**config.mk**
```make
export PLATFORM = sky130hd
export DESIGN_NAME = pc_sequencer
export DESIGN_NICKNAME = d
export VERILOG_FILES = /design/src/hw/upd_timing_pkg.sv /design/src/hw/pc_sequencer.sv
export SDC_FILE = /design/constraint.sdc
export NUM_CORES = 1
export LEC_CHECK = 0
export ABC_AREA = 1
export ABC_CLOCK_PERIOD_IN_PS = 3400
export BUFFER_PORTS_ARGS = -buffer_cell sky130_fd_sc_hd__buf_4
export CORE_MARGIN = 2
export CORE_UTILIZATION = 49
export CTS_CLUSTER_DIAMETER = 60
export DETAILED_ROUTE_END_ITERATION = 7
export HOLD_SLACK_MARGIN = 0.05
export PLACE_DENSITY_LB_ADDON = 0.08
export SLEW_MARGIN = 0
export SYNTH_ARGS = -nofsm -noshare
export SYNTH_HDL_FRONTEND = slang
export SYNTH_SLANG_ARGS = --single-unit
```
**constraint.sdc**
```tcl
create_clock -name CLK -period 3.4 [get_ports CLK]
set_input_delay 0.51 -clock CLK [delete_from_list [all_inputs] [get_ports CLK]]
set_output_delay 0.51 -clock CLK [all_outputs]
set_load 0.1 [all_outputs]
```
**src/hw/upd_timing_pkg.sv**
```systemverilog
// instruction cycle length, phase numbers and program ROM geometry

package upd_timing_pkg;

  //////////////////////////////////////////////////
  // instruction cycle

  localparam int cycle_len = 8;                    // clocks per instruction
  localparam int phase_w   = $clog2(cycle_len);    // phase counter width

  // phases at which each step of an instruction happens
  localparam logic [phase_w-1:0] ph_fetch  = 3'd1; // ROM word latches into instr
  localparam logic [phase_w-1:0] ph_decode = 3'd2; // operand registers load
  localparam logic [phase_w-1:0] ph_exec   = 3'd4; // A and flags update
  localparam logic [phase_w-1:0] ph_write  = 3'd6; // PB written, PC advances

  //////////////////////////////////////////////////
  // program ROM

  localparam int rom_depth = 512;                  // words
  localparam int rom_aw    = $clog2(rom_depth);    // PC width

endpackage
```
**src/hw/pc_sequencer.sv**
```systemverilog
// pc_sequencer: program counter, jump load and pending instruction skip

`timescale 1ns/10ps

module pc_sequencer (
  input  logic                               CLK,
  input  logic                               rst,
  input  logic [upd_timing_pkg::phase_w-1:0] phase,
  input  logic                               jump,
  input  logic [upd_timing_pkg::rom_aw-1:0]  jump_addr,
  input  logic                               skip_on_carry,
  input  logic                               carry,
  output logic [upd_timing_pkg::rom_aw-1:0]  pc,
  output logic                               skip_now
);

  logic skip_pend;                                 // skip armed for next instruction

  //////////////////////////////////////////////////
  // program counter

  always_ff @(posedge CLK) begin
    if (rst) begin
      pc <= '0;
    end else if (phase == upd_timing_pkg::ph_write) begin
      if (jump) begin
        pc <= jump_addr;
      end else begin
        pc <= pc + 1'b1;                           // wraps at rom_depth
      end
    end
  end

  //////////////////////////////////////////////////
  // skip flag

  // carry from the ADI/SBI has settled by the write phase. The flag is
  // reloaded at every write phase, so it lives for one instruction only
  always_ff @(posedge CLK) begin
    if (rst) begin
      skip_pend <= 1'b0;
    end else if (phase == upd_timing_pkg::ph_write) begin
      skip_pend <= skip_on_carry & carry;
    end
  end

  assign skip_now = skip_pend;

  //////////////////////////////////////////////////
  // checks

  // a skipped instruction must not arm another skip
  a_no_double_skip: assert property (
    @(posedge CLK) disable iff (rst)
    (phase == upd_timing_pkg::ph_write && skip_now) |=> !skip_now
  ) else $error("skip held across two instructions");

endmodule

```
==> impl_metrics.yaml <==
timing:
  fin_tns_setup_ns: 0
  period_share: 0.465
  slew_headroom: 0.812
  worst_pin_slew_ns: 0.285
  fin_skew_ns: 0.00305
  slew_violations: 0
  min_period_ns: 1.58
  finalHoldViolCount: 0
  rsz0062_at_grt: "false"
  fmax_mhz: 633
  finalSetupViolCount: 0
synth:
  syn_area_um2: 648
  synth_nets: 121
  synth_cell_type_count: 19
  ys_seq_elements: 10
  yosys_warnings: 0
  synth.avg_cell_area_um2: 6.29
  netlist_instances: 103
  synth.yosys.seq_area_share: 0.309
grt:
  grt_pass1_wl_mm: 2.32
  grt_pass1_vias: 578
  overflow: 0
  antenna_found_initial: 0
  grtUsageTotal: 0.220
  grt_max_degree: 13
placement:
  io_buffers: 26
  dp_hpwl_mm: 1.16
  gp_congestion: 0.728
critical_path:
  r2r_end: "pc[8]$_SDFFE_PP0N_"
  crit_slowest_cell: "dfxtp_1"
  path_delay_family: "flip-flops"
  end_kind: "output port"
  path_buf_inv: 1
  r2r-start: "pc[0]$_SDFFE_PP0N_"
  cp.arrival_ns: 1.07
  path_cells: "buf_4"
  critPathLaunchType: "flip-flop"
  worst_path_largest_cell_delay_ns: 0.46
  cp_max_fo: 6
  r2r_cells: 8
  worstPathRequired_ns: 2.89
  path_class: "flip-flop to output port"
  rrSetupSlack_ns: 2.14
route:
  dr.first_iter.drc_count: 9
  wl_per_cell_um: 10.7
  wl_mm: 1.54
  drt-vias-per-instance: 4.97
  num_vias: 715
  drc_errors: 0
  dr.pass1.iters: 2
  ant_nets: 0
floorplanning:
  die_h_um: 40.4
  fp.coreArea_um2: 1270
  ios: 27
  rows: 13
  die_w_um: 40.4
  die_area_um2: 1630
  start_util: 0.511
clock_network:
  cts-resized-gates: 0
  cts_buffer_depth: 2
  post_cts_buffers: 0
  clock-root-buffer: "clkbuf_4"
  cts_tree: "done"
  cts.hold.buffers_added: 0
  cts_buffers: 3
  clk_latency_ns: 0.27
  cts.sinks: 10
  ctsHtreeMaxLevel: 1
  clkTransAtPathRegs_ns: 0.07
finish:
  layout_common_cells: "28 x nand2_1, 26 x buf_4, 22 x nor2_1"
  syn_to_final_growth_pct: 33.8
  final_common_cell: "nand2_1"
  n_antenna_cell: 0
  nFillCells: 128
  fin_nets: 148
  final_layout_size_suffix_gt1_frac: 0.287
run:
  maxCapViolCount: 0
worst_hold_path:
  min_to: "skip_now$_SDFFE_PP0N_"
  hp-class: "flip-flop to flip-flop"
  min_delay_path_depth: 2
  hp-start: "skip_now$_SDFFE_PP0N_"
power_and_ir_drop:
  power.total_mw: 0.310
  leakage_nw: 0.362
  power.density_nw_per_um2: 357
  vdd_drop_max_mv: 0.240
outcome:
  status: "completed"
-- cell usage after synthesis (all sizes together) --
cell type / n / area share
a21oi: 9 / 0.087
o21ai: 4 / 0.031
inv: 9 / 0.056
a211oi: 3 / 0.042
nor2: 24 / 0.15
buf: 3 / 0.042
ha: 1 / 0.019
dfxtp: 10 / 0.31
nand3: 10 / 0.085
nand2: 28 / 0.16
clkbuf: 1 / 0.0058
a311oi: 1 / 0.014
-- per-stage QoR --
stage,setup WS (ns),hold WS (ns),instances,utilization,cell area (um^2)
2_1_floorplan,1.44,0.670,103,-,648
3_3_place_gp,1.95,0.461,140,0.655,831
3_5_place_dp,1.93,0.483,140,0.655,831
4_1_cts,1.81,0.485,144,0.683,867
5_1_grt,1.78,0.489,144,0.683,867
6_report,1.82,0.488,144,0.683,867
-- registers in the layout, summed over array words and instances (netlist names) --
| name | cells |
|---|---|
| pc | 9 |
| skip_now | 1 |
-- per-layer routing --
layer / wire length [um] / part of all wire / up-vias / global-route usage
met1: 722 / 0.47 / 310 / 0.226
met3: 92 / 0.060 / 2 / 0.0722
met5: 0 / 0 / - / 0
met4: 13 / 0.0085 / 0 / 0.133
met2: 709 / 0.46 / 19 / 0.381
li1: - / - / 384 / -
-- final cells by class --
class / instances / area, um^2 / share of cell area
inverter: 9 / 36.3 / 0.0418
sequential: 10 / 200 / 0.231
multi-input combinational: 80 / 380 / 0.439
timing repair buffer: 26 / 195 / 0.225
clock buffer: 4 / 36.3 / 0.0418
tap: 15 / 18.8 / 0.0216
-- worst max-delay path by stage --
stage,from,slack [ns],endpoint,depth (start not counted)
detailed placement,phase[0],1.93,pc[2]$_SDFFE_PP0N_,6
CTS,pc[3]$_SDFFE_PP0N_,1.81,pc[3],1
finish,pc[3]$_SDFFE_PP0N_,1.82,pc[3],1
global placement,phase[0],1.95,pc[2]$_SDFFE_PP0N_,6
global route,pc[3]$_SDFFE_PP0N_,1.78,pc[3],1
floorplan,pc[0]$_SDFFE_PP0N_,1.44,pc[8]$_SDFFE_PP0N_,8
-- power breakdown --
part / internal [mW] / leakage (nW) / switching [mW]
combinational: 0.0248 / 0.259 / 0.0492
sequential: 0.121 / 0.0812 / 0.00537
clock: 0.0651 / 0.0210 / 0.0442
total: 0.211 / 0.362 / 0.0988
-- kinds of logic after synthesis --
logic type               after synthesis  synth area share
flip-flops                            10             0.309
buffers and inverters                 13             0.104
AND/OR/NAND/NOR                       62             0.394
AO/OA/AOI/OAI                         17             0.174
adder cells (fa/ha/maj)                1            0.0193
No activity file was read; power rests on OpenSTA's default activity.
