### src/hw/upd_isa_pkg.sv
// instruction and data widths, opcode values, field positions and ALU operation codes

package upd_isa_pkg;

  //////////////////////////////////////////////////
  // widths

  localparam int instr_w = 16;
  localparam int data_w  = 8;

  //////////////////////////////////////////////////
  // instruction fields

  localparam int op_w     = 4;                    // opcode nibble
  localparam int op_lsb   = 12;                   // opcode sits in bits 15:12
  localparam int skip_bit = 8;                    // skip next on carry, ADI and SBI only

  //////////////////////////////////////////////////
  // opcode nibble values

  localparam logic [op_w-1:0] op_nop  = 4'h0;
  localparam logic [op_w-1:0] op_in   = 4'h1;     // A <- PA
  localparam logic [op_w-1:0] op_out  = 4'h2;     // PB <- A
  localparam logic [op_w-1:0] op_mvi  = 4'h4;     // A <- n
  localparam logic [op_w-1:0] op_jmp  = 4'h6;     // PC <- low address bits
  localparam logic [op_w-1:0] op_adi  = 4'h8;
  localparam logic [op_w-1:0] op_sbi  = 4'h9;
  localparam logic [op_w-1:0] op_ori  = 4'hA;
  localparam logic [op_w-1:0] op_xori = 4'hB;

  //////////////////////////////////////////////////
  // ALU operations

  // pass moves operand B to A without touching carry
  typedef enum logic [2:0] {
    alu_add,
    alu_sub,
    alu_or,
    alu_xor,
    alu_pass
  } alu_op_t;

endpackage

### src/hw/upd_timing_pkg.sv
// instruction cycle length, phase numbers and program ROM geometry

package upd_timing_pkg;

  //////////////////////////////////////////////////
  // instruction cycle

  localparam int cycle_len = 8;                    // clocks per instruction
  localparam int phase_w   = $clog2(cycle_len);    // phase counter width

  // phases at which each step of an instruction happens
  localparam logic [phase_w-1:0] ph_fetch  = 3'd1; // ROM word latches into instr
  localparam logic [phase_w-1:0] ph_decode = 3'd2; // operand registers load
  localparam logic [phase_w-1:0] ph_exec   = 3'd4; // A and flags update
  localparam logic [phase_w-1:0] ph_write  = 3'd6; // PB written, PC advances

  //////////////////////////////////////////////////
  // program ROM

  localparam int rom_depth = 512;                  // words
  localparam int rom_aw    = $clog2(rom_depth);    // PC width

endpackage
### src/hw/instr_decoder.sv
// instr_decoder: decode of the opcode nibble into datapath and sequencer controls

`timescale 1ns/10ps

module instr_decoder (
  input  logic [upd_isa_pkg::instr_w-1:0]   instr,
  input  logic                              skip_now,
  output upd_isa_pkg::alu_op_t              alu_op,
  output logic                              load_imm,
  output logic                              load_pa,
  output logic                              write_pb,
  output logic                              jump,
  output logic                              skip_on_carry,
  output logic [upd_isa_pkg::data_w-1:0]    imm,
  output logic [upd_timing_pkg::rom_aw-1:0] jump_addr
);

  logic [upd_isa_pkg::op_w-1:0] opcode;

  assign opcode    = instr[upd_isa_pkg::op_lsb +: upd_isa_pkg::op_w];
  assign imm       = instr[upd_isa_pkg::data_w-1:0];      // low byte
  assign jump_addr = instr[upd_timing_pkg::rom_aw-1:0];   // low 9 bits

  always_comb begin
    alu_op        = upd_isa_pkg::alu_pass;
    load_imm      = 1'b0;
    load_pa       = 1'b0;
    write_pb      = 1'b0;
    jump          = 1'b0;
    skip_on_carry = 1'b0;
    if (!skip_now) begin                           // skipped word acts as NOP
      case (opcode)
        upd_isa_pkg::op_nop: ;                     // idle cycle
        upd_isa_pkg::op_in:  load_pa  = 1'b1;
        upd_isa_pkg::op_out: write_pb = 1'b1;
        upd_isa_pkg::op_mvi: load_imm = 1'b1;
        upd_isa_pkg::op_jmp: jump     = 1'b1;
        upd_isa_pkg::op_adi: begin
          alu_op        = upd_isa_pkg::alu_add;
          load_imm      = 1'b1;
          skip_on_carry = instr[upd_isa_pkg::skip_bit];
        end
        upd_isa_pkg::op_sbi: begin
          alu_op        = upd_isa_pkg::alu_sub;
          load_imm      = 1'b1;
          skip_on_carry = instr[upd_isa_pkg::skip_bit];
        end
        upd_isa_pkg::op_ori: begin
          alu_op   = upd_isa_pkg::alu_or;
          load_imm = 1'b1;
        end
        upd_isa_pkg::op_xori: begin
          alu_op   = upd_isa_pkg::alu_xor;
          load_imm = 1'b1;
        end
        default: ;                                 // unused opcodes, no effect
      endcase
    end
  end

endmodule

### config.mk
export PLATFORM = sky130hd
export DESIGN_NAME = instr_decoder
export DESIGN_NICKNAME = d
export VERILOG_FILES = /design/src/hw/upd_isa_pkg.sv /design/src/hw/upd_timing_pkg.sv /design/src/hw/instr_decoder.sv
export SDC_FILE = /design/constraint.sdc
export NUM_CORES = 1
export LEC_CHECK = 0
export BUFFER_PORTS_ARGS = -buffer_cell sky130_fd_sc_hd__buf_2
export CORE_AREA = 2 2 39 41
export DETAILED_ROUTE_END_ITERATION = 16
export DIE_AREA = 0 0 41 43
export PLACE_DENSITY_LB_ADDON = 0.2
export SLEW_MARGIN = 20
export SYNTH_ARGS = -nofsm -noshare
export SYNTH_HDL_FRONTEND = slang
export SYNTH_SLANG_ARGS = --single-unit
### constraint.sdc
create_clock -name vclk -period 1
set_clock_uncertainty 0.05 [all_clocks]
set_input_delay 0.1 -clock vclk [all_inputs]
set_output_delay 0.1 -clock vclk [all_outputs]
set_load 0.01 [all_outputs]
==> results.txt <==
combinational family with the most area after synthesis: buffers and inverters
setup bufs post-CTS: 0
Die Area: 1760 µm²
critical path class: input pin to output port
Die Height: 43 µm
area fraction in compound gates after synthesis: 2.33%
starting density of the core: 15.6%
syn_nets: 47
Nets: 53
initial antenna violation count: 0
Slew Viols, Final: 0
DP Worst Slack: -0.150 ns
class of the worst hold path: input pin to output port
Max Freq: 0.886 GHz
period utilization: 113%
sequential cell area: 0 µm²
pin count of the biggest net entering global routing: 5
largest cells by area after synthesis: buf_4 59%, nor3b_1 7.0%, and2_1 5.8%
overall routing resource usage: 5.99%
vias in the first global route: 193
vias per cell: 3.90
Rel. slew slack: 86.5%
design area: 305 µm²
RSZ-0062 raised after global routing: true
Area Growth Syn to Fin: 41.9%
Synth top cells by count: 17 x buf_4, 2 x and2_1, 2 x nand2b_1, 2 x nor3b_1, 2 x nor4_1
Design Power: 0.0993 mW
maxcap violations: 0
simple-gate share of the synthesized area: 36.6%
Hold Path End: imm[6]
final setup fails: 1
Clock buffer cells: 0
Final Critical Period: 1.13 ns
Hold Startpoint: instr[6]
hold violation count in the final report: 0
Netlist Area Pre-Place: 215 µm²
Pre-antenna DRT Iters: 1
Setup WS post-layout: -0.129 ns
Min-Delay Path Depth: 0
sequential cell area fraction in the yosys report: 0%
antenna-violating nets left: 0
share of cells above drive strength 1: 85.3%
status: finished, violations left
Yosys top cell by area: buf_4
cell count after synthesis: 30
# hold bufs at CTS: 0
Fill cells: 143
mux cell area share after synthesis: 0%
Yosys cell types: 10
leakage: 0.149 nW
grt total ovfl: 0
total vias in the final route: 195
Initial DRC Count: 0
core box area: 1380 µm²
final design utilization: 22.1%
Critical Path RT: 0.85 ns
Critical Path Start Type: input pin
Synth Area in Adders: 0%
synthesized area per cell: 7.17 µm²
Cell Pwr Density: 325 nW/µm²
DRC viols: 0
seq_cells: 0
Placement Cell Area: 228 µm²
footprint of the multi-input gates: 130 µm²
WL per Instance: 10.7 µm
WHS: 0.150 ns
boundary pin count: 42
peak supply drop: 0.113 mV
Port Buffer Count: 15
WL final: 533 µm
antenna fix cells: 0
final HPWL from detailed placement: 401 µm
WP data arrival: 0.98 ns
YS warnings: 0
count leader, synth: buf_4
Slew @ Worst Pin: 0.200 ns
Die W: 41 µm
CP Capture Type: output port
first-pass GRT wire length: 793 µm
Post-Synth XOR/XNOR Area: 0%
Synth top area share: 59.3%
row count: 14
placer congestion estimate: 0.627
failing checks: setup timing
CP max FO: 2
==> layer usage <==
metal | global-route usage (%) | vias up | routed length [µm]
met5 | 0 | - | 0
met4 | 0.667 | 0 | 0
met3 | 1.05 | 0 | 84
met2 | 10.9 | 18 | 281
met1 | 6.96 | 84 | 167
li1 | - | 93 | -
==> critical path, cell delays in order <==
cell	delay, ns
buf_6	0.09
or4b_4	0.52
a21oi_2	0.13
buf_2	0.13
==> layout make-up <==
class	instances	share of cell area (%)
well taps	16	6.56
multi-input cells	12	42.6
inverters	1	1.23
repair buffers	21	49.6
==> logic make-up (layout without fill, tap and decap cells) <==
group,Yosys count,count (layout)
and+or+nand+nor,11,11
AOI/OAI and AO/OA,1,1
buffers and inverters,18,22
==> per-stage QoR <==
stage               instances  setup TNS (ns)
floorplan                  30               0
global placement           50          -0.340
detailed placement         50          -0.323
CTS                        50          -0.108
global route               50          -0.190
finish                     50          -0.129
==> what timing repair did <==
action | CTS | global route
setup endpoints to repair | 3 | 4
pin swaps | 5 | 1
resized for setup | 8 | 8
==> cells in the final DEF (no fill, tap or decap), types with 2 or more instances in the layout <==
cell / synthesis / final
buf_6: 0 / 3
and2_1: 2 / 2
buf_4: 17 / 7
buf_2: 0 / 10
nor3b_2: 0 / 2
==> report_power, final <==
part / internal, mW / switching [mW] / total [mW]
clock: 0 / 0 / 0
sequential: 0 / 0 / 0
combinational: 0.0584 / 0.0408 / 0.0993
total: 0.0584 / 0.0408 / 0.0993
==> worst max-delay path by stage <==
stage / start / to / depth (start not counted)
after detailed placement: instr[15] / load_imm / 4
after floorplan: instr[15] / load_imm / 2
final: instr[13] / load_imm / 4
after global routing: instr[13] / load_imm / 4
after global placement: instr[15] / load_imm / 4
after CTS: instr[13] / load_imm / 4
No activity file was read; power rests on OpenSTA's default activity.
