===== src/hw/upd_isa_pkg.sv =====
// instruction and data widths, opcode values, field positions and ALU operation codes

package upd_isa_pkg;

  //////////////////////////////////////////////////
  // widths

  localparam int instr_w = 16;
  localparam int data_w  = 8;

  //////////////////////////////////////////////////
  // instruction fields

  localparam int op_w     = 4;                    // opcode nibble
  localparam int op_lsb   = 12;                   // opcode sits in bits 15:12
  localparam int skip_bit = 8;                    // skip next on carry, ADI and SBI only

  //////////////////////////////////////////////////
  // opcode nibble values

  localparam logic [op_w-1:0] op_nop  = 4'h0;
  localparam logic [op_w-1:0] op_in   = 4'h1;     // A <- PA
  localparam logic [op_w-1:0] op_out  = 4'h2;     // PB <- A
  localparam logic [op_w-1:0] op_mvi  = 4'h4;     // A <- n
  localparam logic [op_w-1:0] op_jmp  = 4'h6;     // PC <- low address bits
  localparam logic [op_w-1:0] op_adi  = 4'h8;
  localparam logic [op_w-1:0] op_sbi  = 4'h9;
  localparam logic [op_w-1:0] op_ori  = 4'hA;
  localparam logic [op_w-1:0] op_xori = 4'hB;

  //////////////////////////////////////////////////
  // ALU operations

  // pass moves operand B to A without touching carry
  typedef enum logic [2:0] {
    alu_add,
    alu_sub,
    alu_or,
    alu_xor,
    alu_pass
  } alu_op_t;

endpackage


===== src/hw/upd_timing_pkg.sv =====
// instruction cycle length, phase numbers and program ROM geometry

package upd_timing_pkg;

  //////////////////////////////////////////////////
  // instruction cycle

  localparam int cycle_len = 8;                    // clocks per instruction
  localparam int phase_w   = $clog2(cycle_len);    // phase counter width

  // phases at which each step of an instruction happens
  localparam logic [phase_w-1:0] ph_fetch  = 3'd1; // ROM word latches into instr
  localparam logic [phase_w-1:0] ph_decode = 3'd2; // operand registers load
  localparam logic [phase_w-1:0] ph_exec   = 3'd4; // A and flags update
  localparam logic [phase_w-1:0] ph_write  = 3'd6; // PB written, PC advances

  //////////////////////////////////////////////////
  // program ROM

  localparam int rom_depth = 512;                  // words
  localparam int rom_aw    = $clog2(rom_depth);    // PC width

endpackage

===== src/hw/port_io.sv =====
// port_io: PA input synchronizer and PB output register with write strobe

`timescale 1ns/10ps

module port_io (
  input  logic                               CLK,
  input  logic                               rst,
  input  logic [upd_timing_pkg::phase_w-1:0] phase,
  input  logic [upd_isa_pkg::data_w-1:0]     pa,
  input  logic                               write_pb,
  input  logic [upd_isa_pkg::data_w-1:0]     acc,
  output logic [upd_isa_pkg::data_w-1:0]     pa_sync,
  output logic [upd_isa_pkg::data_w-1:0]     pb,
  output logic                               pb_strobe
);

  logic [upd_isa_pkg::data_w-1:0] pa_meta;         // first sync stage

  always_ff @(posedge CLK) begin
    pa_meta <= pa;
    pa_sync <= pa_meta;
  end

  //////////////////////////////////////////////////
  // PB register

  // loads on the edge into the write phase, so new data and strobe
  // are both present for the whole write phase
  always_ff @(posedge CLK) begin
    if (rst) begin
      pb        <= '0;
      pb_strobe <= 1'b0;
    end else begin
      pb_strobe <= 1'b0;
      if (phase == upd_timing_pkg::ph_write - 1'b1 && write_pb) begin
        pb        <= acc;
        pb_strobe <= 1'b1;
      end
    end
  end

  a_strobe_in_write: assert property (
    @(posedge CLK) disable iff (rst)
    pb_strobe |-> (phase == upd_timing_pkg::ph_write)
  ) else $error("pb_strobe outside the write phase");

endmodule


===== config.mk =====
export PLATFORM = sky130hd
export DESIGN_NAME = port_io
export DESIGN_NICKNAME = d
export VERILOG_FILES = /design/src/hw/upd_isa_pkg.sv /design/src/hw/upd_timing_pkg.sv /design/src/hw/port_io.sv
export SDC_FILE = /design/constraint.sdc
export NUM_CORES = 1
export LEC_CHECK = 0
export BUFFER_PORTS_ARGS = -buffer_cell sky130_fd_sc_hd__buf_2
export CAP_MARGIN = 15
export CORE_UTILIZATION = 35
export DETAILED_ROUTE_END_ITERATION = 8
export PLACE_DENSITY = 0.65
export SLEW_MARGIN = 0
export SYNTH_ARGS = -nofsm -noshare
export SYNTH_HDL_FRONTEND = slang
export SYNTH_SLANG_ARGS = --single-unit

===== constraint.sdc =====
create_clock -name CLK -period 1.65 [get_ports CLK]
set_input_delay 0.165 -clock CLK [delete_from_list [all_inputs] [get_ports CLK]]
set_output_delay 0.165 -clock CLK [all_outputs]
set_load 0.01 [all_outputs]

==> results.md <==
* Synth Flop Type: dfxtp_1
* TritonCTS clock tree: done
* Global-route wire length before repair at roughly 1.7 mm
* Die Y at roughly 47 µm
* Post-DP Area at between 900 and 1000 µm²
* Antenna Nets Post-Route at 0
* # port buffers at 38
* Mapped cell area at 714 µm²
* Library cells used by synthesis at 7
* Run status: finished clean
* Vias in the first global route at roughly 380
* Hold_sp: acc[4]
* CTS Buf Count at 3
* PD cells at ~940 nW/µm²
* Final WL at approximately 1.1 mm
* Die area at ~2200 µm²
* Critical path's top delay family: flip-flops
* Post-route design area at 1030 µm²
* Mean Syn Cell Area at 13.5 µm²
* Finished Layout Cells at ~130
* VDD IR-drop max at 0.000852 V
* Fmax at approximately 1.1 GHz
* Max Slew Vio Count at 0
* Critical Path End Type: primary output
* P&R area growth vs syn at 43.6%
* Setup violators final at 0
* Top-Level Pins at 39
* Switching Share at 0.198
* Wire per inst at around 9 µm
* CP required at 1.48 ns
* Pin count of the biggest net entering global routing at 18
* Pin slew with the least headroom to its limit at a little under 0.5 ns
* Root Driver: clkbuf_4
* Worst-path fanout max at 2
* Clk pwr share at 0.258
* WS Path Type: reg -> out
* Initial core utilization at 0.392
* Slowest cell on crit path: dfxtp_1
* Share of the synthesized area in the top cell type at 0.701
* CTS max path bufs at 2
* Area leader, netlist: dfxtp_1
* Cell with the most instances after synthesis: dfxtp_1
* Worst path max stage delay at ~0.36 ns
* Max-slew headroom at 0.676
* Number of synthesis warnings at 0
* CTS H-tree lvls at 1
* Cell Chain, Critical Path: buf_2
* Core Box Area at 1820 µm²
* Post-synthesis net count at 75
* Async S/R FF share, synth at 0
* Via count at 486
* Sequential fraction of the synthesis area at 0.701
* Final hold vios at 0
* Sequential share of power at 0.657
* Power share of the combinational group at 0.085
* Die width at around 47 µm
* Setup Skew at ~0.00021 ns
* Switching power at 191 µW
* GR Overflow Total at 0
* DRC violations left at 0
* Final worst-path cycle share at 0.577
* EDFF count, synth at 0
* CP startpoint kind: register
* Rows at 15
* Max_cap viols at 0
* Share of cells above drive strength 1 at 0.406
* Setup repair bufs after CTS at 0
* Placed cells at about 110
* Post-Synthesis Cells at 53
* Leakage power at roughly 0.48 nW
* Int Pwr at between 700 and 800 µW
* Crit path arrival time at between 0.7 and 0.8 ns
* Final Wtd Congestion at roughly 0.60
* Post-layout nets at around 120
* Antenna diode count at 0
* CP startpoint: pb[3]$_SDFFE_PP0P_
* Crit path time final at between 0.9 and 1 ns
* Top post-synthesis cells by count: dfxtp_1, nand2b_1, mux2i_1
* RR Startpoint: pb[5]$_SDFFE_PP0P_
* First-pass DRT Iterations at 3
* Worst Path Buf+Inv at 1
* Clk slew on worst S/H paths at ~0.12 ns
* Post-CTS sizing at 0
* Worst-Skew Late Latency at ~0.3 ns
* Final TNS setup at 0 ns
* Total power at roughly 970 µW
* Hold Crit Class: in -> reg
* Initial antenna violation count at 0
* RSZ-0062 raised after global routing: false
* Gr usage total at 0.119
* Synth top area cells: dfxtp_1, nand2b_1, mux2i_1
* Starting DRT DRC Count at 5
* Vias per inst at a little under 4
* FF+latch count, synth at 25
* CTS sink cnt at 25
* Post-Route Utilization at 0.564
-- layer usage --
metal  share of wire  GRT usage  wire, µm  vias up
met5               0          0         0        -
met4           0.013     0.0686        15        0
met3           0.038     0.0577        43        2
met2            0.49      0.172       556       15
met1            0.46      0.144       525      207
li1                -          -         -      262
-- stage by stage --
step           hold WS (ns)  worst slack, ns
3_3_place_gp          0.268            0.532
2_1_floorplan         0.193            0.873
3_5_place_dp          0.269            0.480
6_report              0.111            0.699
4_1_cts              0.0982            0.680
5_1_grt              0.0949            0.609
-- power groups by stage --
| stage | Sequential [mW] | Clock [mW] | Combinational, mW |
|---|---|---|---|
| floorplan | 0.656 | 0 | 0.0213 |
| detailed placement | 0.649 | 0 | 0.0685 |
| finish | 0.634 | 0.249 | 0.0822 |
| global placement | 0.648 | 0 | 0.0669 |
| CTS | 0.635 | 0.265 | 0.0830 |
| global route | 0.638 | 0.296 | 0.0901 |
-- final timing paths --
path,end,slack [ns],depth (start not counted)
setup / recovery,pb[3],0.70,1
hold / removal,pb[4]$_SDFFE_PP0P_,0.11,3
setup reg to reg,pb[5]$_SDFFE_PP0P_,1.04,2
hold reg to reg,pa_sync[2]$_DFF_P_,0.34,0
-- area by class of cell --
class	count	area, µm²
fillers	172	795
flip-flops and latches	25	500
repair buffers	46	270
multi-input cells	26	198
well taps	25	31.3
clock buffers	4	26.3
-- worst min-delay path: cells and delay by family --
kind | cells | cell delay, ns
mux | 1 | 0.06
simple gates | 1 | 0.05
buf+inv | 1 | 0.10
-- state kept, by name, indices dropped and copies added (netlist names) --
name,count
pb,8
pb_strobe,1
pa_sync,8
pa_meta,8
-- cells by family after synthesis --
| kind of cell | count (synthesis) | synth area share |
|---|---|---|
| multiplexers | 8 | 0.112 |
| flip-flops | 25 | 0.701 |
| buffers and inverters | 2 | 0.0228 |
| AND/OR/NAND/NOR | 18 | 0.165 |
-- cells in the final DEF (no fill, tap or decap) --
master         Yosys  layout
buf_2              0      38
dfxtp_1           25      25
nand2b_1          16      16
mux2i_1            8       8
dlygate4sd3_1      0       8
clkbuf_4           0       3
and4b_1            1       1
and2b_1            1       1
clkbuf_1           0       1
-- timing repair --
action | 4_1_cts | 5_1_grt
hold buffers | 8 | 0
hold endpoints to repair | 8 | 0
setup endpoints to repair | 0 | 0
Power figures use the tool's default switching activity.
