<file path="config.mk">
export PLATFORM = sky130hd
export DESIGN_NAME = alu_datapath
export DESIGN_NICKNAME = d
export VERILOG_FILES = /design/src/hw/upd_isa_pkg.sv /design/src/hw/upd_timing_pkg.sv /design/src/hw/alu_datapath.sv
export SDC_FILE = /design/constraint.sdc
export NUM_CORES = 1
export LEC_CHECK = 0
export BUFFER_PORTS_ARGS = -buffer_cell sky130_fd_sc_hd__buf_2
export CORE_MARGIN = 1.5
export CORE_UTILIZATION = 40
export CTS_BUF_LIST = sky130_fd_sc_hd__clkbuf_16
export DETAILED_ROUTE_END_ITERATION = 10
export GPL_ROUTABILITY_DRIVEN = 0
export MAX_ROUTING_LAYER = met4
export PLACE_DENSITY_LB_ADDON = 0.05
export SETUP_SLACK_MARGIN = 0.02
export SLEW_MARGIN = 5
export SYNTH_ARGS = -nofsm -noshare
export SYNTH_HDL_FRONTEND = slang
export SYNTH_SLANG_ARGS = --single-unit
</file>
<file path="constraint.sdc">
create_clock -name CLK -period 2.2 [get_ports CLK]
set_input_delay 0.11 -clock CLK [delete_from_list [all_inputs] [get_ports CLK]]
set_output_delay 0.11 -clock CLK [all_outputs]
set_load 0.01 [all_outputs]
</file>
<file path="src/hw/upd_isa_pkg.sv">
// instruction and data widths, opcode values, field positions and ALU operation codes

package upd_isa_pkg;

  //////////////////////////////////////////////////
  // widths

  localparam int instr_w = 16;
  localparam int data_w  = 8;

  //////////////////////////////////////////////////
  // instruction fields

  localparam int op_w     = 4;                    // opcode nibble
  localparam int op_lsb   = 12;                   // opcode sits in bits 15:12
  localparam int skip_bit = 8;                    // skip next on carry, ADI and SBI only

  //////////////////////////////////////////////////
  // opcode nibble values

  localparam logic [op_w-1:0] op_nop  = 4'h0;
  localparam logic [op_w-1:0] op_in   = 4'h1;     // A <- PA
  localparam logic [op_w-1:0] op_out  = 4'h2;     // PB <- A
  localparam logic [op_w-1:0] op_mvi  = 4'h4;     // A <- n
  localparam logic [op_w-1:0] op_jmp  = 4'h6;     // PC <- low address bits
  localparam logic [op_w-1:0] op_adi  = 4'h8;
  localparam logic [op_w-1:0] op_sbi  = 4'h9;
  localparam logic [op_w-1:0] op_ori  = 4'hA;
  localparam logic [op_w-1:0] op_xori = 4'hB;

  //////////////////////////////////////////////////
  // ALU operations

  // pass moves operand B to A without touching carry
  typedef enum logic [2:0] {
    alu_add,
    alu_sub,
    alu_or,
    alu_xor,
    alu_pass
  } alu_op_t;

endpackage

</file>
<file path="src/hw/upd_timing_pkg.sv">
// instruction cycle length, phase numbers and program ROM geometry

package upd_timing_pkg;

  //////////////////////////////////////////////////
  // instruction cycle

  localparam int cycle_len = 8;                    // clocks per instruction
  localparam int phase_w   = $clog2(cycle_len);    // phase counter width

  // phases at which each step of an instruction happens
  localparam logic [phase_w-1:0] ph_fetch  = 3'd1; // ROM word latches into instr
  localparam logic [phase_w-1:0] ph_decode = 3'd2; // operand registers load
  localparam logic [phase_w-1:0] ph_exec   = 3'd4; // A and flags update
  localparam logic [phase_w-1:0] ph_write  = 3'd6; // PB written, PC advances

  //////////////////////////////////////////////////
  // program ROM

  localparam int rom_depth = 512;                  // words
  localparam int rom_aw    = $clog2(rom_depth);    // PC width

endpackage
</file>
<file path="src/hw/alu_datapath.sv">
// alu_datapath: operand registers, 8-bit ALU, accumulator A and carry flag

`timescale 1ns/10ps

module alu_datapath (
  input  logic                               CLK,
  input  logic                               rst,
  input  logic [upd_timing_pkg::phase_w-1:0] phase,
  input  upd_isa_pkg::alu_op_t               alu_op,
  input  logic                               load_imm,
  input  logic                               load_pa,
  input  logic [upd_isa_pkg::data_w-1:0]     imm,
  input  logic [upd_isa_pkg::data_w-1:0]     pa_sync,
  output logic [upd_isa_pkg::data_w-1:0]     acc,
  output logic                               carry
);

  logic [upd_isa_pkg::data_w-1:0] op_a;            // copy of A
  logic [upd_isa_pkg::data_w-1:0] op_b;            // immediate or port value
  logic [upd_isa_pkg::data_w:0]   alu_res;         // bit 8 is carry/borrow
  logic                           write_a;

  assign write_a = load_imm | load_pa;

  //////////////////////////////////////////////////
  // operand registers

  always_ff @(posedge CLK) begin
    if (phase == upd_timing_pkg::ph_decode) begin
      op_a <= acc;
      op_b <= load_pa ? pa_sync : imm;
    end
  end

  //////////////////////////////////////////////////
  // ALU

  always_comb begin
    case (alu_op)
      upd_isa_pkg::alu_add: alu_res = {1'b0, op_a} + {1'b0, op_b};
      upd_isa_pkg::alu_sub: alu_res = {1'b0, op_a} - {1'b0, op_b}; // borrow when n > A
      upd_isa_pkg::alu_or:  alu_res = {1'b0, op_a | op_b};
      upd_isa_pkg::alu_xor: alu_res = {1'b0, op_a ^ op_b};
      default:              alu_res = {1'b0, op_b};               // MVI and IN
    endcase
  end

  //////////////////////////////////////////////////
  // accumulator and carry

  always_ff @(posedge CLK) begin
    if (rst) begin
      acc   <= '0;
      carry <= 1'b0;
    end else if (phase == upd_timing_pkg::ph_exec && write_a) begin
      acc <= alu_res[upd_isa_pkg::data_w-1:0];
      if (alu_op != upd_isa_pkg::alu_pass) begin
        carry <= alu_res[upd_isa_pkg::data_w];     // or/xor give 0 here
      end
    end
  end

  //////////////////////////////////////////////////
  // checks

  a_logic_clears_carry: assert property (
    @(posedge CLK) disable iff (rst)
    (phase == upd_timing_pkg::ph_exec && write_a &&
     (alu_op == upd_isa_pkg::alu_or || alu_op == upd_isa_pkg::alu_xor)) |=> !carry
  ) else $error("carry set after ORI/XORI");

endmodule

</file>
==> metrics.md, run 1 <==
| Metric | Value |
|---|---|
| Pwr dens | 537 nW/um2 |
| Reg2Reg Launch Point | op_b[1] |
| Routed len/inst | 15.8 um |
| Synthesized net count | 235 |
| Final hold vios | 0 |
| Worst Path Required | 2.38 ns |
| Detailed Route Iter0 Violations | 97 |
| FP Rows | 24 |
| Worst R2R Setup Slack | -0.24 ns |
| Area grow syn2layout | 41.4% |
| Via/cell ratio | 5.33 |
| H-tree level count | 1 |
| Hold_sp | imm[7] |
| Die W | 71.4 um |
| Hold Slack | 0.149 ns |
| Int Pwr | 1020 uW |
| Crit-path cells | buf_4, buf_4, mux2i_4, ha_1, nor2b_4, o311ai_2, buf_4, mux2i_1, nand2_1, a311oi_2 |
| Worst Max-Slew Pin Slew | about 0.34 ns |
| Final Max Slew Viols | 0 |
| WHS Endpoint | op_b[7] |
| First-pass GRT wire length | 7.88 mm |
| Seq pwr share | 0.378 |
| Worst VDD drop | 0.530 mV |
| Top Family by Delay on Critical Path | compound AO/OA/AOI/OAI gates |
| Comb power frac | 0.323 |
| Cell variety after synth | 50 |
| Fraction of layout cells with a size suffix above 1 | 0.462 |
| Slew headroom | 0.770 |
| Diode count | 0 |
| Tmin final | 2.44 ns |
| Antenna violations before repair | 0 |
| Vias | 1694 |
| Final Cycle Share | 1.11 |
| First-pass iteration count of the detailed router | 4 |
| Max stage delay on crit path | 0.47 ns |
| Crit-path max FO | 3 |
| # IOs | 35 |
| Grt ovf | 0 |
| Placed cell count | 299 |
| Min-delay worst type | input port to register |
| WHS Path Cells | 2 |
| CTS tree | done |
| Synth Area in Adders | 0.124 |
| Synth Area in Simple Gates | 0.135 |
| Die area | 5090 um2 |
| Synth Register Bits | 25 |
| Post-synthesis compound-gate area fraction | 0.181 |
| Worst EP arrival | 2.61 ns |
| CP endpoint kind | register |
| Violated checks | negative setup slack |
| Cts bufs inserted | 3 |
| FF-to-FF path depth | 10 |
| DRT Wirelength | approximately 5 mm |
| Multi-input logic area | 1230 um2 |
| Critical path launch point type | register |
| RSZ-0062 raised after global routing | true |
| Cell repeated most along the worst path | buf_4 |
| Worst setup margin | -0.239 ns |
| Pin count of the biggest net entering global routing | 17 |
| Core Box Area | about 4400 um2 |
| Antenna viol nets, final | 0 |
| Fin cells | 318 |
| Status | complete, but fails checks |
| Syn Area/Cell | 9.79 um2 |
| Hpwl dp | 3.52 mm |
| Clk buf depth | 2 |
| Synthesized area | ~1900 um2 |
| Fillers | 369 |
| GRT Total Usage | 0.203 |
| Sink Count | 25 |
| R2r endpoint | acc[5] |
| CTS root buffer | clkbuf_16 |
| Clock Skew | 0.00308 ns |
| P_sw | 401 uW |
| Synth Instances | roughly 190 |
| Total area of sequential cells | 661 um2 |
| Synth Warn # | 0 |
| Clock Power Share | 0.300 |
| Setup Crit Path Kind | register to register |
| Switch share | 0.283 |
| Starting density of the core | 0.423 |
| Max Freq | 0.410 GHz |
| Vias in the first global route | ~1700 |
| Slowest stage cell, crit path | edfxtp_1 |
| Synth Area in XOR/XNOR | 0.0469 |
| Static leakage | 0.00117 uW |
| Worst Path Buf+Inv | 3 |
| Final net count | between 300 and 400 |
| I/O Buffers | 34 |
| CTS clk-pin slew, worst paths | about 0.070 ns |
| Clk_lat worst skew | 0.26 ns |
| DRC viols | 0 |
| Final setup violation count | 6 |
| Max Cap Violations | 0 |
| Die height | 71.4 um |
| Post-synthesis mux area share | 0.0810 |
| Sequential area share after synthesis | 0.353 |
| Combinational family with the most area after synthesis | compound AO/OA/AOI/OAI gates |
| Setup TNS | -0.928 ns |
[through the flow]
step	total power, uW	util	instance area [um2]	setup slack (ns)
floorplan	764	-	1870	-0.0845
global placement	880	0.514	2270	-0.235
detailed placement	890	0.514	2270	-0.274
CTS	1360	0.566	2500	-0.143
global route	1490	0.599	2640	-0.396
finish	1420	0.599	2640	-0.239
[synth_stat cells (all sizes together)]
master  number  area [um2]
o211ai       1        7.51
and2         1        6.26
a21o         1        7.51
ha          17         213
a31oi        2        18.8
or4          1        7.51
o22ai        2        18.8
o31ai        3        22.5
a211oi       8        60.1
a21boi       1        7.51
nor3         7        35.0
o211a        1        10.0
nor4         2        12.5
a22oi        1        7.51
nand3        1        5.00
o21bai       1        7.51
a211o        2        18.8
dfxtp        9         180
nand2        8        30.0
a221o        1        10.0
mux2         9         101
xor2         2        17.5
nand2b       2        12.5
or2          1        6.26
xnor2        8        70.1
o311ai       1        8.76
nand3b       3        22.5
a221oi       1        8.76
o21ai        6        30.0
nor3b        2        20.0
mux2i        5        50.1
fa           1        20.0
nor2b        2        12.5
inv         21        78.8
clkbuf       3        41.3
a311oi       1        15.0
o32ai        1        8.76
edfxtp      16         480
nor2        18        75.1
o21a         2        15.0
a21oi        9        45.0
buf          5        27.5
a222oi       1        10.0
and3         1        6.26
[logic make-up after synthesis]
| family | count (synthesis) |
|---|---|
| AND/OR/NAND/NOR | 49 |
| AO/OA/AOI/OAI | 46 |
| buffers and inverters | 29 |
| flip-flops | 25 |
| adder cells (fa/ha/maj) | 18 |
| multiplexers | 14 |
| XOR/XNOR | 10 |
[per-layer routing]
| layer | up-vias | routed length [um] | track usage |
|---|---|---|---|
| li1 | 839 | - | - |
| met2 | 57 | 2490 | 0.343 |
| met4 | 0 | 53 | 0.0335 |
| met3 | 4 | 260 | 0.0352 |
| met5 | - | 0 | - |
| met1 | 794 | 2210 | 0.259 |
[area by class of cell]
type	count	area share
Clock buffer	3	0.0284
Multi-Input combinational cell	137	0.466
Sequential cell	25	0.250
Inverter	21	0.0298
Clock inverter	1	0.00331
Tap cell	52	0.0246
Timing Repair Buffer	79	0.198
[layout by cell type (no fill, tap or decap), types with 2 or more instances in the layout]
| cell type | count |
|---|---|
| buf_4 | 41 |
| buf_2 | 34 |
| inv_1 | 19 |
| edfxtp_1 | 16 |
| nor2_1 | 15 |
| ha_1 | 12 |
| dfxtp_1 | 9 |
| nand2_1 | 8 |
| a21oi_1 | 8 |
| mux2_2 | 8 |
| xnor2_1 | 7 |
| a211oi_1 | 7 |
| nor3_1 | 6 |
| o21ai_0 | 6 |
| mux2i_1 | 4 |
| buf_6 | 4 |
| nand3b_1 | 3 |
| ha_2 | 3 |
| clkbuf_16 | 3 |
| nor2_4 | 2 |
| inv_2 | 2 |
| a31oi_2 | 2 |
| nand2b_1 | 2 |
| o21a_1 | 2 |
| xor2_1 | 2 |
| ha_4 | 2 |
[registers in the layout (all words and copies together) (netlist names)]
register	cells
acc	8
op_a	8
op_b	8
carry	1
[power groups by stage]
stage	registers, uW	clock network [uW]	logic [uW]
2_1_floorplan	546	0	218
3_3_place_gp	544	0	336
3_5_place_dp	545	0	345
4_1_cts	535	427	402
5_1_grt	539	453	497
6_report	536	426	458
[timing repair]
action	in CTS	in global routing
setup endpoints to repair	7	7
hold buffers	0	0
buffers inserted	7	8
hold endpoints to repair	0	0
cloned	0	0
pin swaps	12	23
resized for setup	19	18
[worst max-delay path by stage]
stage                 start      to  depth (start not counted)  slack [ns]
finish              op_b[1]  acc[5]                         10       -0.24
global route        op_b[1]  acc[6]                         10       -0.40
CTS                 op_b[1]  acc[7]                          9       -0.14
detailed placement  op_b[1]  acc[4]                         10       -0.27
global placement    op_b[1]  acc[4]                         10       -0.23
floorplan           op_b[1]  acc[5]                         11       -0.08
No activity file was read; power rests on OpenSTA's default activity.
==> inputs of run 2 (changes only) <==
- PLACE_DENSITY_LB_ADDON: 0.05 -> 0.3
==> run 2 against run 1 <==
Highest routed layer unchanged. Fmax down 2.0%. The run still ends with negative setup slack left. Cell area up 1.8%. Largest cell class unchanged. Clock power down 7.5%. Register-to-register slack worse by 0.05 ns. Sequential share of layout area down 0.44 points.
==> metrics.md, run 2 (same netlist as run 1, synthesis figures left out) <==
| Metric | Value |
|---|---|
| Status | complete, but fails checks |
| Violated checks | negative setup slack |
| Core Box Area | between 4000 and 5000 um2 |
| Critical path launch point type | register |
| Routed len/inst | 15.3 um |
| Fraction of layout cells with a size suffix above 1 | 0.470 |
| Final Cell Area | 2690 um2 |
| GRT Total Usage | 0.195 |
| # IOs | 35 |
| Total area of sequential cells | between 600 and 700 um2 |
| Hpwl dp | 3.38 mm |
| Die W | 71.4 um |
| Worst Path Buf+Inv | 2 |
| Most common cell after layout, fill and taps aside | buf_4 |
| Fillers | approximately 350 |
| R2r endpoint | acc[5] |
| First-pass GRT wire length | approximately 7.6 mm |
| Top Family by Delay on Critical Path | compound AO/OA/AOI/OAI gates |
| Largest registers | acc x8, op_a x8, op_b x8 |
| First-pass iteration count of the detailed router | 4 |
| Setup Crit Path Kind | register to register |
| H-tree level count | 1 |
| Starting density of the core | 0.423 |
| RSZ-0062 raised after global routing | true |
| Vias in the first global route | between 1500 and 2000 |
| Worst R2R Setup Slack | -0.29 ns |
| Final Cycle Share | 1.13 |
| Clk_lat worst skew | 0.25 ns |
| Pwr dens | 520 nW/um2 |
| CTS clk-pin slew, worst paths | 0.06 ns |
| Setup TNS | -1.08 ns |
| Most frequent cells in the layout | buf_4 (39), buf_2 (34), inv_1 (19) |
| Slew headroom | 0.777 |
| Final core utilization | 0.609 |
| Worst Max-Slew Pin Slew | 0.334 ns |
| Total power | ~1400 uW |
| Min-delay worst type | input port to register |
| CTS Hold Bufs | 0 |
| Hold_sp | imm[0] |
| CP Depth | 11 |
| Worst Setup SP | op_b[2] |
| CTS tree | done |
| Grt ovf | 0 |
| Worst VDD drop | ~0.37 mV |
| Antenna violations before repair | 0 |
| Final net count | 313 |
| Die height | 71.4 um |
| Vias | 1708 |
| CTS root buffer | clkbuf_16 |
| Clock Skew | a little over 0.003 ns |
| Max Cap Violations | 0 |
| Reg2Reg Launch Point | op_b[2] |
| FF-to-FF path depth | 11 |
| Slowest stage cell, crit path | edfxtp_1 |
| Antenna viol nets, final | 0 |
| Detailed Route Iter0 Violations | roughly 120 |
| Die area | 5090 um2 |
| Placed Area | 2290 um2 |
| Tmin final | 2.49 ns |
| Diode count | 0 |
| Final Max Slew Viols | 0 |
| Final setup violation count | 6 |
| Sink Count | 25 |
| DRC viols | 0 |
| CP endpoint kind | register |
| FP Rows | 24 |
| Area grow syn2layout | 43.9% |
| I/O Buffers | 34 |
| Max Freq | 0.402 GHz |
| Cts bufs inserted | 3 |
| Worst EP arrival | ~2.7 ns |
| Hold Slack | 0.156 ns |
| Static leakage | 0.00119 uW |
| Critical path destination | acc[5] |
| Worst setup margin | -0.288 ns |
| Crit-path max FO | 3 |
| Max stage delay on crit path | around 0.5 ns |
| Crit-path cells | buf_6, inv_4, and3_4, nor2_4, xnor2_1, ha_1, o21a_1, nor3_2, a21oi_1, mux2_4, a311oi_2 |
| DRT Wirelength | 4.89 mm |
| Via/cell ratio | 5.34 |
| Multi-input logic area | roughly 1300 um2 |
| Final hold vios | 0 |
| Worst Path Required | 2.37 ns |
| Clk buf depth | 2 |
| Pin count of the biggest net entering global routing | 17 |
run 2: cell count changes in the layout (fill, tap and decap cells not counted), sizes merged:
cell	before	now
buf	79	81
run 2: layout make-up:
class / instances / area share
tap: 52 / 0.0242
clock inverter: 1 / 0.00140
inverter: 21 / 0.0302
timing repair buffer: 81 / 0.206
clock buffer: 3 / 0.0279
sequential: 25 / 0.246
multi-input combinational: 137 / 0.465
run 2: how the worst min path moves through the flow:
stage	endpoint	slack (ns)	cells after the start
5_1_grt	op_b[6]	0.15	2
3_3_place_gp	op_b[6]	0.41	2
4_1_cts	op_b[6]	0.15	2
2_1_floorplan	acc[4]	0.27	2
3_5_place_dp	op_b[0]	0.41	2
6_report	op_b[0]	0.16	2
run 2: where the power goes:
group	switching (uW)	internal (uW)	total (uW)
registers	16.9	521	538
logic	217	249	466
clock network	151	243	394
run 2: layer usage:
metal  up-vias  global-route usage  wire, um
li1        845                   -         -
met1       785               0.269      2270
met2        72               0.312      2300
met3         6              0.0183       265
met4         0              0.0440        57
met5         -                   -         0
run 2: worst register-to-register path: stages (launching register included):
cell	delay, ns
edfxtp_1	0.50
buf_6	0.18
inv_4	0.04
and3_4	0.21
nor2_4	0.04
xnor2_1	0.16
ha_1	0.31
o21a_1	0.24
nor3_2	0.13
a21oi_1	0.08
mux2_4	0.28
a311oi_2	0.25
run 2: stage by stage:
step	worst slack, ns	std cells
detailed placement	-0.295	302
floorplan	-0.0845	191
finish	-0.288	320
CTS	-0.252	313
global placement	-0.270	302
global route	-0.379	320
run 2: what timing repair did:
item / in CTS / in global routing
resized for setup: 22 / 24
setup endpoints to repair: 7 / 7
buffers inserted: 7 / 9
pin swaps: 13 / 23
